### config.mk
export PLATFORM = sky130hd
export DESIGN_NAME = soc_event_path
export DESIGN_NICKNAME = d
export VERILOG_FILES = /design/src/design/soc_event_pkg.sv /design/src/design/evt_bundle_if.sv /design/src/design/event_sync_stage.sv /design/src/design/event_collect_stage.sv /design/src/design/event_encode_stage.sv /design/src/design/soc_event_path.sv
export SDC_FILE = /design/constraint.sdc
export NUM_CORES = 1
export LEC_CHECK = 0
export ABC_AREA = 0
export CAP_MARGIN = 20
export CORE_MARGIN = 3
export CORE_UTILIZATION = 40
export DETAILED_ROUTE_END_ITERATION = 8
export DONT_BUFFER_PORTS = 1
export PLACE_DENSITY = 0.59
export SLEW_MARGIN = 25
export SYNTH_ARGS = -nofsm -noshare
export SYNTH_HDL_FRONTEND = slang
export SYNTH_SLANG_ARGS = --single-unit
export TNS_END_PERCENT = 50
### constraint.sdc
create_clock -name clk_i -period 2.9 [get_ports clk_i]
set_input_delay 0.29 -clock clk_i [delete_from_list [all_inputs] [get_ports clk_i]]
set_output_delay 0.29 -clock clk_i [all_outputs]
set_load 0.02 [all_outputs]
### src/design/soc_event_pkg.sv
`default_nettype none

package soc_event_pkg;

    ////////////////////////////////////////
    // Event widths
    ////////////////////////////////////////

    localparam int UDMA_EVENTS      = 128;
    localparam int PER_EVNT_NUM     = 160;
    localparam int EVNT_WIDTH       = 8;
    localparam int FC_EVENTS_WIDTH  = 32;

    // Lines per small event group
    localparam int ADV_TIMER_EVENTS = 4;
    localparam int HWPE_EVENTS      = 2;
    localparam int HP_EVENTS        = 2;

    ////////////////////////////////////////
    // Peripheral event numbers
    ////////////////////////////////////////

    localparam int EVT_ADV_TIMER_BASE = 135;
    localparam int EVT_GPIO           = 139;
    localparam int EVT_HWPE_BASE      = 140;

    ////////////////////////////////////////
    // Fabric controller bit positions
    ////////////////////////////////////////

    // Bits 7:0 are kept for software events
    localparam int FC_BIT_DMA_EVT        = 8;
    localparam int FC_BIT_DMA_IRQ        = 9;
    localparam int FC_BIT_TIMER_LO       = 10;
    localparam int FC_BIT_TIMER_HI       = 11;
    localparam int FC_BIT_PF             = 12;
    localparam int FC_BIT_REF_EDGE       = 14;
    localparam int FC_BIT_GPIO           = 15;
    localparam int FC_BIT_ADV_TIMER_BASE = 17;
    localparam int FC_BIT_ERR            = 29;
    localparam int FC_BIT_HP_BASE        = 30;

    typedef logic [PER_EVNT_NUM-1:0]    per_evt_vec_t;
    typedef logic [EVNT_WIDTH-1:0]      evt_id_t;
    typedef logic [FC_EVENTS_WIDTH-1:0] fc_evt_vec_t;

    // Encoder holds one id until the fabric controller takes it
    typedef enum logic {
        ENC_IDLE,
        ENC_HOLD
    } encode_state_t;

endpackage

`default_nettype wire

### src/design/evt_bundle_if.sv
`timescale 1ns/1ps
`default_nettype none

// Sampled event pulses, one cycle wide, from sync to collect
interface evt_bundle_if import soc_event_pkg::*; ();

    logic [UDMA_EVENTS-1:0]      udma_evt;
    logic [ADV_TIMER_EVENTS-1:0] adv_timer_evt;
    logic                        gpio_evt;
    logic [HWPE_EVENTS-1:0]      hwpe_evt;
    logic                        dma_pe_evt;
    logic                        dma_pe_irq;
    logic                        pf_evt;
    logic                        timer_lo_evt;
    logic                        timer_hi_evt;
    logic                        err_evt;
    logic [HP_EVENTS-1:0]        hp_evt;
    // Either edge of the slow reference clock
    logic                        ref_edge;

    modport src (
        output udma_evt, adv_timer_evt, gpio_evt, hwpe_evt,
        output dma_pe_evt, dma_pe_irq, pf_evt,
        output timer_lo_evt, timer_hi_evt, err_evt, hp_evt,
        output ref_edge
    );

    modport dst (
        input udma_evt, adv_timer_evt, gpio_evt, hwpe_evt,
        input dma_pe_evt, dma_pe_irq, pf_evt,
        input timer_lo_evt, timer_hi_evt, err_evt, hp_evt,
        input ref_edge
    );

endinterface

`default_nettype wire

### src/design/event_sync_stage.sv
`timescale 1ns/1ps
`default_nettype none

module event_sync_stage import soc_event_pkg::*; (
    input  logic                        clk_i,
    input  logic                        reset_i,
    input  logic                        slow_clk_i,
    input  logic [UDMA_EVENTS-1:0]      udma_events_i,
    input  logic [ADV_TIMER_EVENTS-1:0] adv_timer_events_i,
    input  logic                        gpio_event_i,
    input  logic [HWPE_EVENTS-1:0]      fc_hwpe_events_i,
    input  logic                        dma_pe_evt_i,
    input  logic                        dma_pe_irq_i,
    input  logic                        pf_evt_i,
    input  logic                        timer_lo_event_i,
    input  logic                        timer_hi_event_i,
    input  logic                        err_event_i,
    input  logic [HP_EVENTS-1:0]        fc_hp_events_i,
    evt_bundle_if.src                   evt
);

    logic [UDMA_EVENTS-1:0]      udma_q;
    logic [ADV_TIMER_EVENTS-1:0] adv_timer_q;
    logic                        gpio_q;
    logic [HWPE_EVENTS-1:0]      hwpe_q;
    logic                        dma_pe_evt_q;
    logic                        dma_pe_irq_q;
    logic                        pf_q;
    logic                        timer_lo_q;
    logic                        timer_hi_q;
    logic                        err_q;
    logic [HP_EVENTS-1:0]        hp_q;

    // Slow clock synchronizer and edge register
    logic slow_meta_q;
    logic slow_sync_q;
    logic slow_prev_q;

    ////////////////////////////////////////
    // Input sampling
    ////////////////////////////////////////

    always_ff @(posedge clk_i) begin
        if (reset_i) begin
            udma_q       <= '0;
            adv_timer_q  <= '0;
            gpio_q       <= 1'b0;
            hwpe_q       <= '0;
            dma_pe_evt_q <= 1'b0;
            dma_pe_irq_q <= 1'b0;
            pf_q         <= 1'b0;
            timer_lo_q   <= 1'b0;
            timer_hi_q   <= 1'b0;
            err_q        <= 1'b0;
            hp_q         <= '0;
        end else begin
            udma_q       <= udma_events_i;
            adv_timer_q  <= adv_timer_events_i;
            gpio_q       <= gpio_event_i;
            hwpe_q       <= fc_hwpe_events_i;
            dma_pe_evt_q <= dma_pe_evt_i;
            dma_pe_irq_q <= dma_pe_irq_i;
            pf_q         <= pf_evt_i;
            timer_lo_q   <= timer_lo_event_i;
            timer_hi_q   <= timer_hi_event_i;
            err_q        <= err_event_i;
            hp_q         <= fc_hp_events_i;
        end
    end

    ////////////////////////////////////////
    // Slow clock edge detect
    ////////////////////////////////////////

    always_ff @(posedge clk_i) begin
        if (reset_i) begin
            slow_meta_q <= 1'b0;
            slow_sync_q <= 1'b0;
            slow_prev_q <= 1'b0;
        end else begin
            slow_meta_q <= slow_clk_i;
            slow_sync_q <= slow_meta_q;
            slow_prev_q <= slow_sync_q;
        end
    end

    // Rising and falling edges both count as one event
    assign evt.ref_edge      = slow_sync_q ^ slow_prev_q;

    assign evt.udma_evt      = udma_q;
    assign evt.adv_timer_evt = adv_timer_q;
    assign evt.gpio_evt      = gpio_q;
    assign evt.hwpe_evt      = hwpe_q;
    assign evt.dma_pe_evt    = dma_pe_evt_q;
    assign evt.dma_pe_irq    = dma_pe_irq_q;
    assign evt.pf_evt        = pf_q;
    assign evt.timer_lo_evt  = timer_lo_q;
    assign evt.timer_hi_evt  = timer_hi_q;
    assign evt.err_evt       = err_q;
    assign evt.hp_evt        = hp_q;

endmodule

`default_nettype wire

### src/design/event_collect_stage.sv
`timescale 1ns/1ps
`default_nettype none

module event_collect_stage import soc_event_pkg::*; (
    input  logic         clk_i,
    input  logic         reset_i,
    evt_bundle_if.dst    evt,
    input  logic         grant_i,
    input  evt_id_t      grant_id_i,
    output per_evt_vec_t pending_o,
    output fc_evt_vec_t  fc_events_o
);

    fc_evt_vec_t  fc_d;
    fc_evt_vec_t  fc_q;
    per_evt_vec_t per_d;
    per_evt_vec_t clr_d;
    per_evt_vec_t pending_q;

    ////////////////////////////////////////
    // Fabric controller layout
    ////////////////////////////////////////

    always_comb begin
        // Reserved and software bits stay zero
        fc_d = '0;

        fc_d[FC_BIT_DMA_EVT]  = evt.dma_pe_evt;
        fc_d[FC_BIT_DMA_IRQ]  = evt.dma_pe_irq;
        fc_d[FC_BIT_TIMER_LO] = evt.timer_lo_evt;
        fc_d[FC_BIT_TIMER_HI] = evt.timer_hi_evt;
        fc_d[FC_BIT_PF]       = evt.pf_evt;
        fc_d[FC_BIT_REF_EDGE] = evt.ref_edge;
        fc_d[FC_BIT_GPIO]     = evt.gpio_evt;
        fc_d[FC_BIT_ERR]      = evt.err_evt;

        fc_d[FC_BIT_ADV_TIMER_BASE +: ADV_TIMER_EVENTS] = evt.adv_timer_evt;
        fc_d[FC_BIT_HP_BASE +: HP_EVENTS]               = evt.hp_evt;
    end

    ////////////////////////////////////////
    // Peripheral event vector
    ////////////////////////////////////////

    always_comb begin
        // Lines 128 to 134 and 142 up are unused
        per_d = '0;

        per_d[UDMA_EVENTS-1:0]                        = evt.udma_evt;
        per_d[EVT_ADV_TIMER_BASE +: ADV_TIMER_EVENTS] = evt.adv_timer_evt;
        per_d[EVT_GPIO]                               = evt.gpio_evt;
        per_d[EVT_HWPE_BASE +: HWPE_EVENTS]           = evt.hwpe_evt;
    end

    // One-hot clear of the line granted this cycle
    always_comb begin
        clr_d = '0;
        if (grant_i && (grant_id_i < PER_EVNT_NUM)) begin
            clr_d[grant_id_i] = 1'b1;
        end
    end

    ////////////////////////////////////////
    // Registers
    ////////////////////////////////////////

    always_ff @(posedge clk_i) begin
        if (reset_i) begin
            fc_q      <= '0;
            pending_q <= '0;
        end else begin
            fc_q      <= fc_d;
            // A new pulse wins over a clear on the same line
            pending_q <= (pending_q & ~clr_d) | per_d;
        end
    end

    assign fc_events_o = fc_q;
    assign pending_o   = pending_q;

endmodule

`default_nettype wire

### src/design/event_encode_stage.sv
`timescale 1ns/1ps
`default_nettype none

module event_encode_stage import soc_event_pkg::*; (
    input  logic         clk_i,
    input  logic         reset_i,
    input  per_evt_vec_t pending_i,
    output logic         grant_o,
    output evt_id_t      grant_id_o,
    output logic         fc_event_valid_o,
    output evt_id_t      fc_event_data_o,
    input  logic         fc_event_ready_i
);

    encode_state_t state_q;
    encode_state_t state_d;
    evt_id_t       data_q;
    evt_id_t       low_id;
    logic          any_pending;

    ////////////////////////////////////////
    // Lowest pending line
    ////////////////////////////////////////

    // Scan downwards so the lowest set index is the last one kept
    always_comb begin
        low_id = '0;
        for (int i = PER_EVNT_NUM - 1; i >= 0; i--) begin
            if (pending_i[i]) begin
                low_id = EVNT_WIDTH'(i);
            end
        end
    end

    assign any_pending = |pending_i;

    // Grant only while idle, so each grant is a single cycle
    assign grant_o    = (state_q == ENC_IDLE) && any_pending;
    assign grant_id_o = low_id;

    ////////////////////////////////////////
    // Handshake FSM
    ////////////////////////////////////////

    always_comb begin
        state_d = state_q;
        case (state_q)
            ENC_IDLE: begin
                if (any_pending) begin
                    state_d = ENC_HOLD;
                end
            end
            ENC_HOLD: begin
                if (fc_event_ready_i) begin
                    state_d = ENC_IDLE;
                end
            end
            default: state_d = ENC_IDLE;
        endcase
    end

    always_ff @(posedge clk_i) begin
        if (reset_i) begin
            state_q <= ENC_IDLE;
        end else begin
            state_q <= state_d;
        end
    end

    // Id stays put for the whole hold phase
    always_ff @(posedge clk_i) begin
        if (grant_o) begin
            data_q <= low_id;
        end
    end

    assign fc_event_valid_o = (state_q == ENC_HOLD);
    assign fc_event_data_o  = data_q;

endmodule

`default_nettype wire

### src/design/soc_event_path.sv
`timescale 1ns/1ps
`default_nettype none

module soc_event_path import soc_event_pkg::*; (
    input  logic                        clk_i,
    input  logic                        reset_i,
    input  logic                        slow_clk_i,
    input  logic [UDMA_EVENTS-1:0]      udma_events_i,
    input  logic [ADV_TIMER_EVENTS-1:0] adv_timer_events_i,
    input  logic                        gpio_event_i,
    input  logic [HWPE_EVENTS-1:0]      fc_hwpe_events_i,
    input  logic                        dma_pe_evt_i,
    input  logic                        dma_pe_irq_i,
    input  logic                        pf_evt_i,
    input  logic                        timer_lo_event_i,
    input  logic                        timer_hi_event_i,
    input  logic                        err_event_i,
    input  logic [HP_EVENTS-1:0]        fc_hp_events_i,
    output fc_evt_vec_t                 fc_events_o,
    output logic                        fc_event_valid_o,
    output evt_id_t                     fc_event_data_o,
    input  logic                        fc_event_ready_i
);

    per_evt_vec_t pending;
    logic         grant;
    evt_id_t      grant_id;

    evt_bundle_if u_evt ();

    ////////////////////////////////////////
    // Sync, collect, encode
    ////////////////////////////////////////

    event_sync_stage u_sync (
        .clk_i              ( clk_i              ),
        .reset_i            ( reset_i            ),
        .slow_clk_i         ( slow_clk_i         ),
        .udma_events_i      ( udma_events_i      ),
        .adv_timer_events_i ( adv_timer_events_i ),
        .gpio_event_i       ( gpio_event_i       ),
        .fc_hwpe_events_i   ( fc_hwpe_events_i   ),
        .dma_pe_evt_i       ( dma_pe_evt_i       ),
        .dma_pe_irq_i       ( dma_pe_irq_i       ),
        .pf_evt_i           ( pf_evt_i           ),
        .timer_lo_event_i   ( timer_lo_event_i   ),
        .timer_hi_event_i   ( timer_hi_event_i   ),
        .err_event_i        ( err_event_i        ),
        .fc_hp_events_i     ( fc_hp_events_i     ),
        .evt                ( u_evt.src          )
    );

    event_collect_stage u_collect (
        .clk_i       ( clk_i       ),
        .reset_i     ( reset_i     ),
        .evt         ( u_evt.dst   ),
        .grant_i     ( grant       ),
        .grant_id_i  ( grant_id    ),
        .pending_o   ( pending     ),
        .fc_events_o ( fc_events_o )
    );

    // Granted line is cleared back in the collect stage
    event_encode_stage u_encode (
        .clk_i            ( clk_i            ),
        .reset_i          ( reset_i          ),
        .pending_i        ( pending          ),
        .grant_o          ( grant            ),
        .grant_id_o       ( grant_id         ),
        .fc_event_valid_o ( fc_event_valid_o ),
        .fc_event_data_o  ( fc_event_data_o  ),
        .fc_event_ready_i ( fc_event_ready_i )
    );

endmodule

`default_nettype wire

==> impl_metrics.json <==
{
  "syn_area_sq_um": 13100,
  "area_growth_pct": 45.4,
  "reg2reg_slack_ps": 10,
  "fin_worst_skew_ps": 11.8,
  "cts_buffer_depth": 3,
  "dpl.hpwl_mm": 26.9,
  "yosysUniqueCellTypes": 68,
  "cp-start-kind": "flip-flop",
  "violations": "negative hold slack",
  "gp_congestion": 0.894,
  "globalRoute.busiestLayer": "met2",
  "cellLeakagePower_nw": 7.62,
  "nets": 1999,
  "drive_gt1_share_pct": 21.4,
  "final_common_cell": "dfxtp_1",
  "die_width_um": 187,
  "cts_buffers": 36,
  "grt_max_degree": 322,
  "core-area_sq_um": 32000,
  "post_drt_wl_per_cell_um": 18.5,
  "crit_path_max_fanout": 8,
  "ys_seq_elements": 329,
  "max_freq_mhz": 346,
  "cts_hold_buf": 220,
  "whs_endpoint": "u_collect.pending_o[123]",
  "min_path_type": "input port to flip-flop",
  "io-pin-count": 188,
  "peakVddDrop_mv": 0.443,
  "hold_depth": 1,
  "drv_cap": 0,
  "met1_usage_pct": 29.9,
  "path_clk_slew_ps": 60,
  "r2r-start": "u_collect.pending_o[84]",
  "yosys_warnings": 0,
  "dp_slack_ps": -191,
  "r2r_cells": 11,
  "synth_edf_count": 8,
  "rows": 65,
  "rsz0062_at_grt": "yes",
  "hold_ws_ps": -124,
  "syn_avg_cell_area_sq_um": 9.00,
  "cts_sinks": 329,
  "die-area_sq_um": 35000,
  "gr-usage-met2_pct": 39.9,
  "antenna_cells": 0,
  "cp.arrival_ps": 3270,
  "status": "finished, violations left",
  "io_buffers": 0,
  "reg2reg_to": "u_collect.pending_o[64]",
  "drtIter0Drc": 762,
  "grtUsageTotal_pct": 23.3,
  "grt_util_met3_pct": 3.84,
  "maxSlewViolCount": 0,
  "power_density_nw_per_um2": 619,
  "clock_latency_ps": 520,
  "p_total_mw": 11.8,
  "crit_type": "flip-flop to flip-flop",
  "cp-end-kind": "flip-flop",
  "ant_nets": 0,
  "setup_slack_ps": 9.91,
  "cp_slowest_cell": "or4_4",
  "grt_pass1_wl_mm": 66.3,
  "cts_tree": "built",
  "path_cells": "buf_6, or4_4, buf_6, or4_4, o21ai_4, a31oi_4, o31ai_4, or3b_4, buf_16, nor3_4, a211oi_2",
  "fp.dieH_um": 187,
  "hold_viol": 79,
  "synth-main-ff-cell": "dfxtp_1",
  "dr.pass1.iters": 5,
  "worstHoldStart": "reset_i",
  "grt_overflow": 0,
  "fin_setup_tns_ps": 0,
  "wl_mm": 42.8,
  "layout_min_cycle_time_ps": 2890,
  "synthCells": 1456,
  "finalSetupViolCount": 0,
  "initial_core_util_pct": 41.0,
  "synthArstFlopShare_pct": 0,
  "critPathRequiredTime_ps": 3280,
  "relSlewSlack_pct": 55.5,
  "max_stage_delay_ps": 490,
  "finalCritPeriodShare_pct": 99.7,
  "worstMarginPinSlew_ps": 668,
  "finalInstanceArea_sq_um": 19100,
  "post_dp_cell_area_sq_um": 14900,
  "drt-vias-per-instance": 5.37,
  "cts_max_level": 2,
  "clock-root-buffer": "clkbuf_16",
  "layout_common_cells": "314 x dfxtp_1, 281 x nor2_1, 220 x dlygate4sd3_1",
  "antenna_found_initial": 0,
  "drc_errors": 0,
  "synth-seq-area-share_pct": 50.8,
  "vias": 12414,
  "first_global_vias": 12388
}
critical path, delay by kind of cell (launching register included):
| family | cells | cell delay, ps |
|---|---|---|
| and+or+nand+nor | 4 | 1500 |
| AOI/OAI and AO/OA | 4 | 510 |
| buffers and inverters | 3 | 430 |
| DFF | 1 | 320 |
timing repair:
item,CTS,global route
pin swaps,13,14
endpoints found under the hold margin,321,147
buffers inserted,4,10
resized for setup,59,108
gates cloned,2,2
setup endpoints to repair,162,164
kinds of logic (layout without fill, tap and decap cells):
family | after synthesis | after routing | share of synthesized area [%]
AOI/OAI and AO/OA | 311 | 312 | 17.8
other | 1 | 18 | 0.0286
buffers and inverters | 133 | 534 | 4.52
xor gates and xnor gates | 1 | 1 | 0.0668
and+or+nand+nor | 681 | 681 | 26.7
DFF | 329 | 329 | 50.8
worst max-delay path by stage:
| stage | from | slack [ps] | to | cells after the start |
|---|---|---|---|---|
| 6_report | u_collect.pending_o[84] | 10 | u_collect.pending_o[64] | 11 |
| 4_1_cts | u_collect.pending_o[83] | -50 | u_collect.pending_o[72] | 10 |
| 5_1_grt | u_collect.pending_o[152] | -80 | u_collect.pending_o[118] | 11 |
| 2_1_floorplan | u_collect.pending_o[3] | 20 | u_collect.pending_o[65] | 11 |
| 3_5_place_dp | u_collect.pending_o[79] | -190 | u_collect.pending_o[129] | 10 |
| 3_3_place_gp | u_collect.pending_o[79] | -200 | u_collect.pending_o[129] | 10 |
cell type report:
class,count,area (sq um)
multi-input cells,1012,6590
well taps,435,544
clock inverters,14,111
fillers,2679,12900
clock buffers,47,1000
inverters,42,161
flip-flops and latches,329,6680
repair buffers,431,3980
per-layer routing:
layer / vias to the layer above / wire length, um
li1: 5994 / -
met1: 5961 / 18300
met2: 386 / 20900
met3: 73 / 2310
met4: 0 / 1340
met5: - / 0
synthesized netlist by cell type (6+ instances only):
cell / count / area, sq um
o31ai_1: 14 / 105
a2111oi_0: 8 / 70.1
nand2_1: 21 / 78.8
nor2b_1: 169 / 1060
a21oi_1: 53 / 265
nor2_1: 301 / 1130
inv_1: 41 / 154
nand3_1: 8 / 40.0
o41ai_1: 8 / 70.1
buf_2: 9 / 45.0
dfxtp_1: 321 / 6430
a311oi_1: 91 / 797
o21ai_0: 20 / 100
clkbuf_1: 61 / 229
or3_1: 7 / 43.8
nand2b_1: 23 / 144
nor4_1: 44 / 275
edfxtp_1: 8 / 240
or4_1: 22 / 165
nand4_1: 10 / 62.6
a211oi_1: 60 / 450
nor3_1: 41 / 205
and3_1: 6 / 37.5
o21bai_1: 7 / 52.6
buf_4: 18 / 135
metrics by stage:
stage	util (%)	instances	hold slack, ps
2_1_floorplan	-	1473	411
3_3_place_gp	46.5	2014	385
3_5_place_dp	46.5	2014	384
4_1_cts	57.8	2300	-149
5_1_grt	59.7	2310	-158
6_report	59.7	2310	-124
state kept, by name, indices dropped and copies added, names as in the netlist, 2 cells and up:
register,count
u_sync.evt.hwpe_evt,2
u_sync.evt.udma_evt,128
u_collect.pending_o,160
u_collect.fc_events_o,14
u_sync.evt.hp_evt,2
u_sync.evt.adv_timer_evt,4
u_encode.fc_event_data_o,8
power by group:
part	leakage (nW)	internal [mW]	switching [mW]
clock network	0.555	2.53	1.85
logic	4.31	1.11	1.25
registers	2.75	4.81	0.261
total	7.62	8.46	3.35
Note: power is estimated with default switching activity, not from simulation.
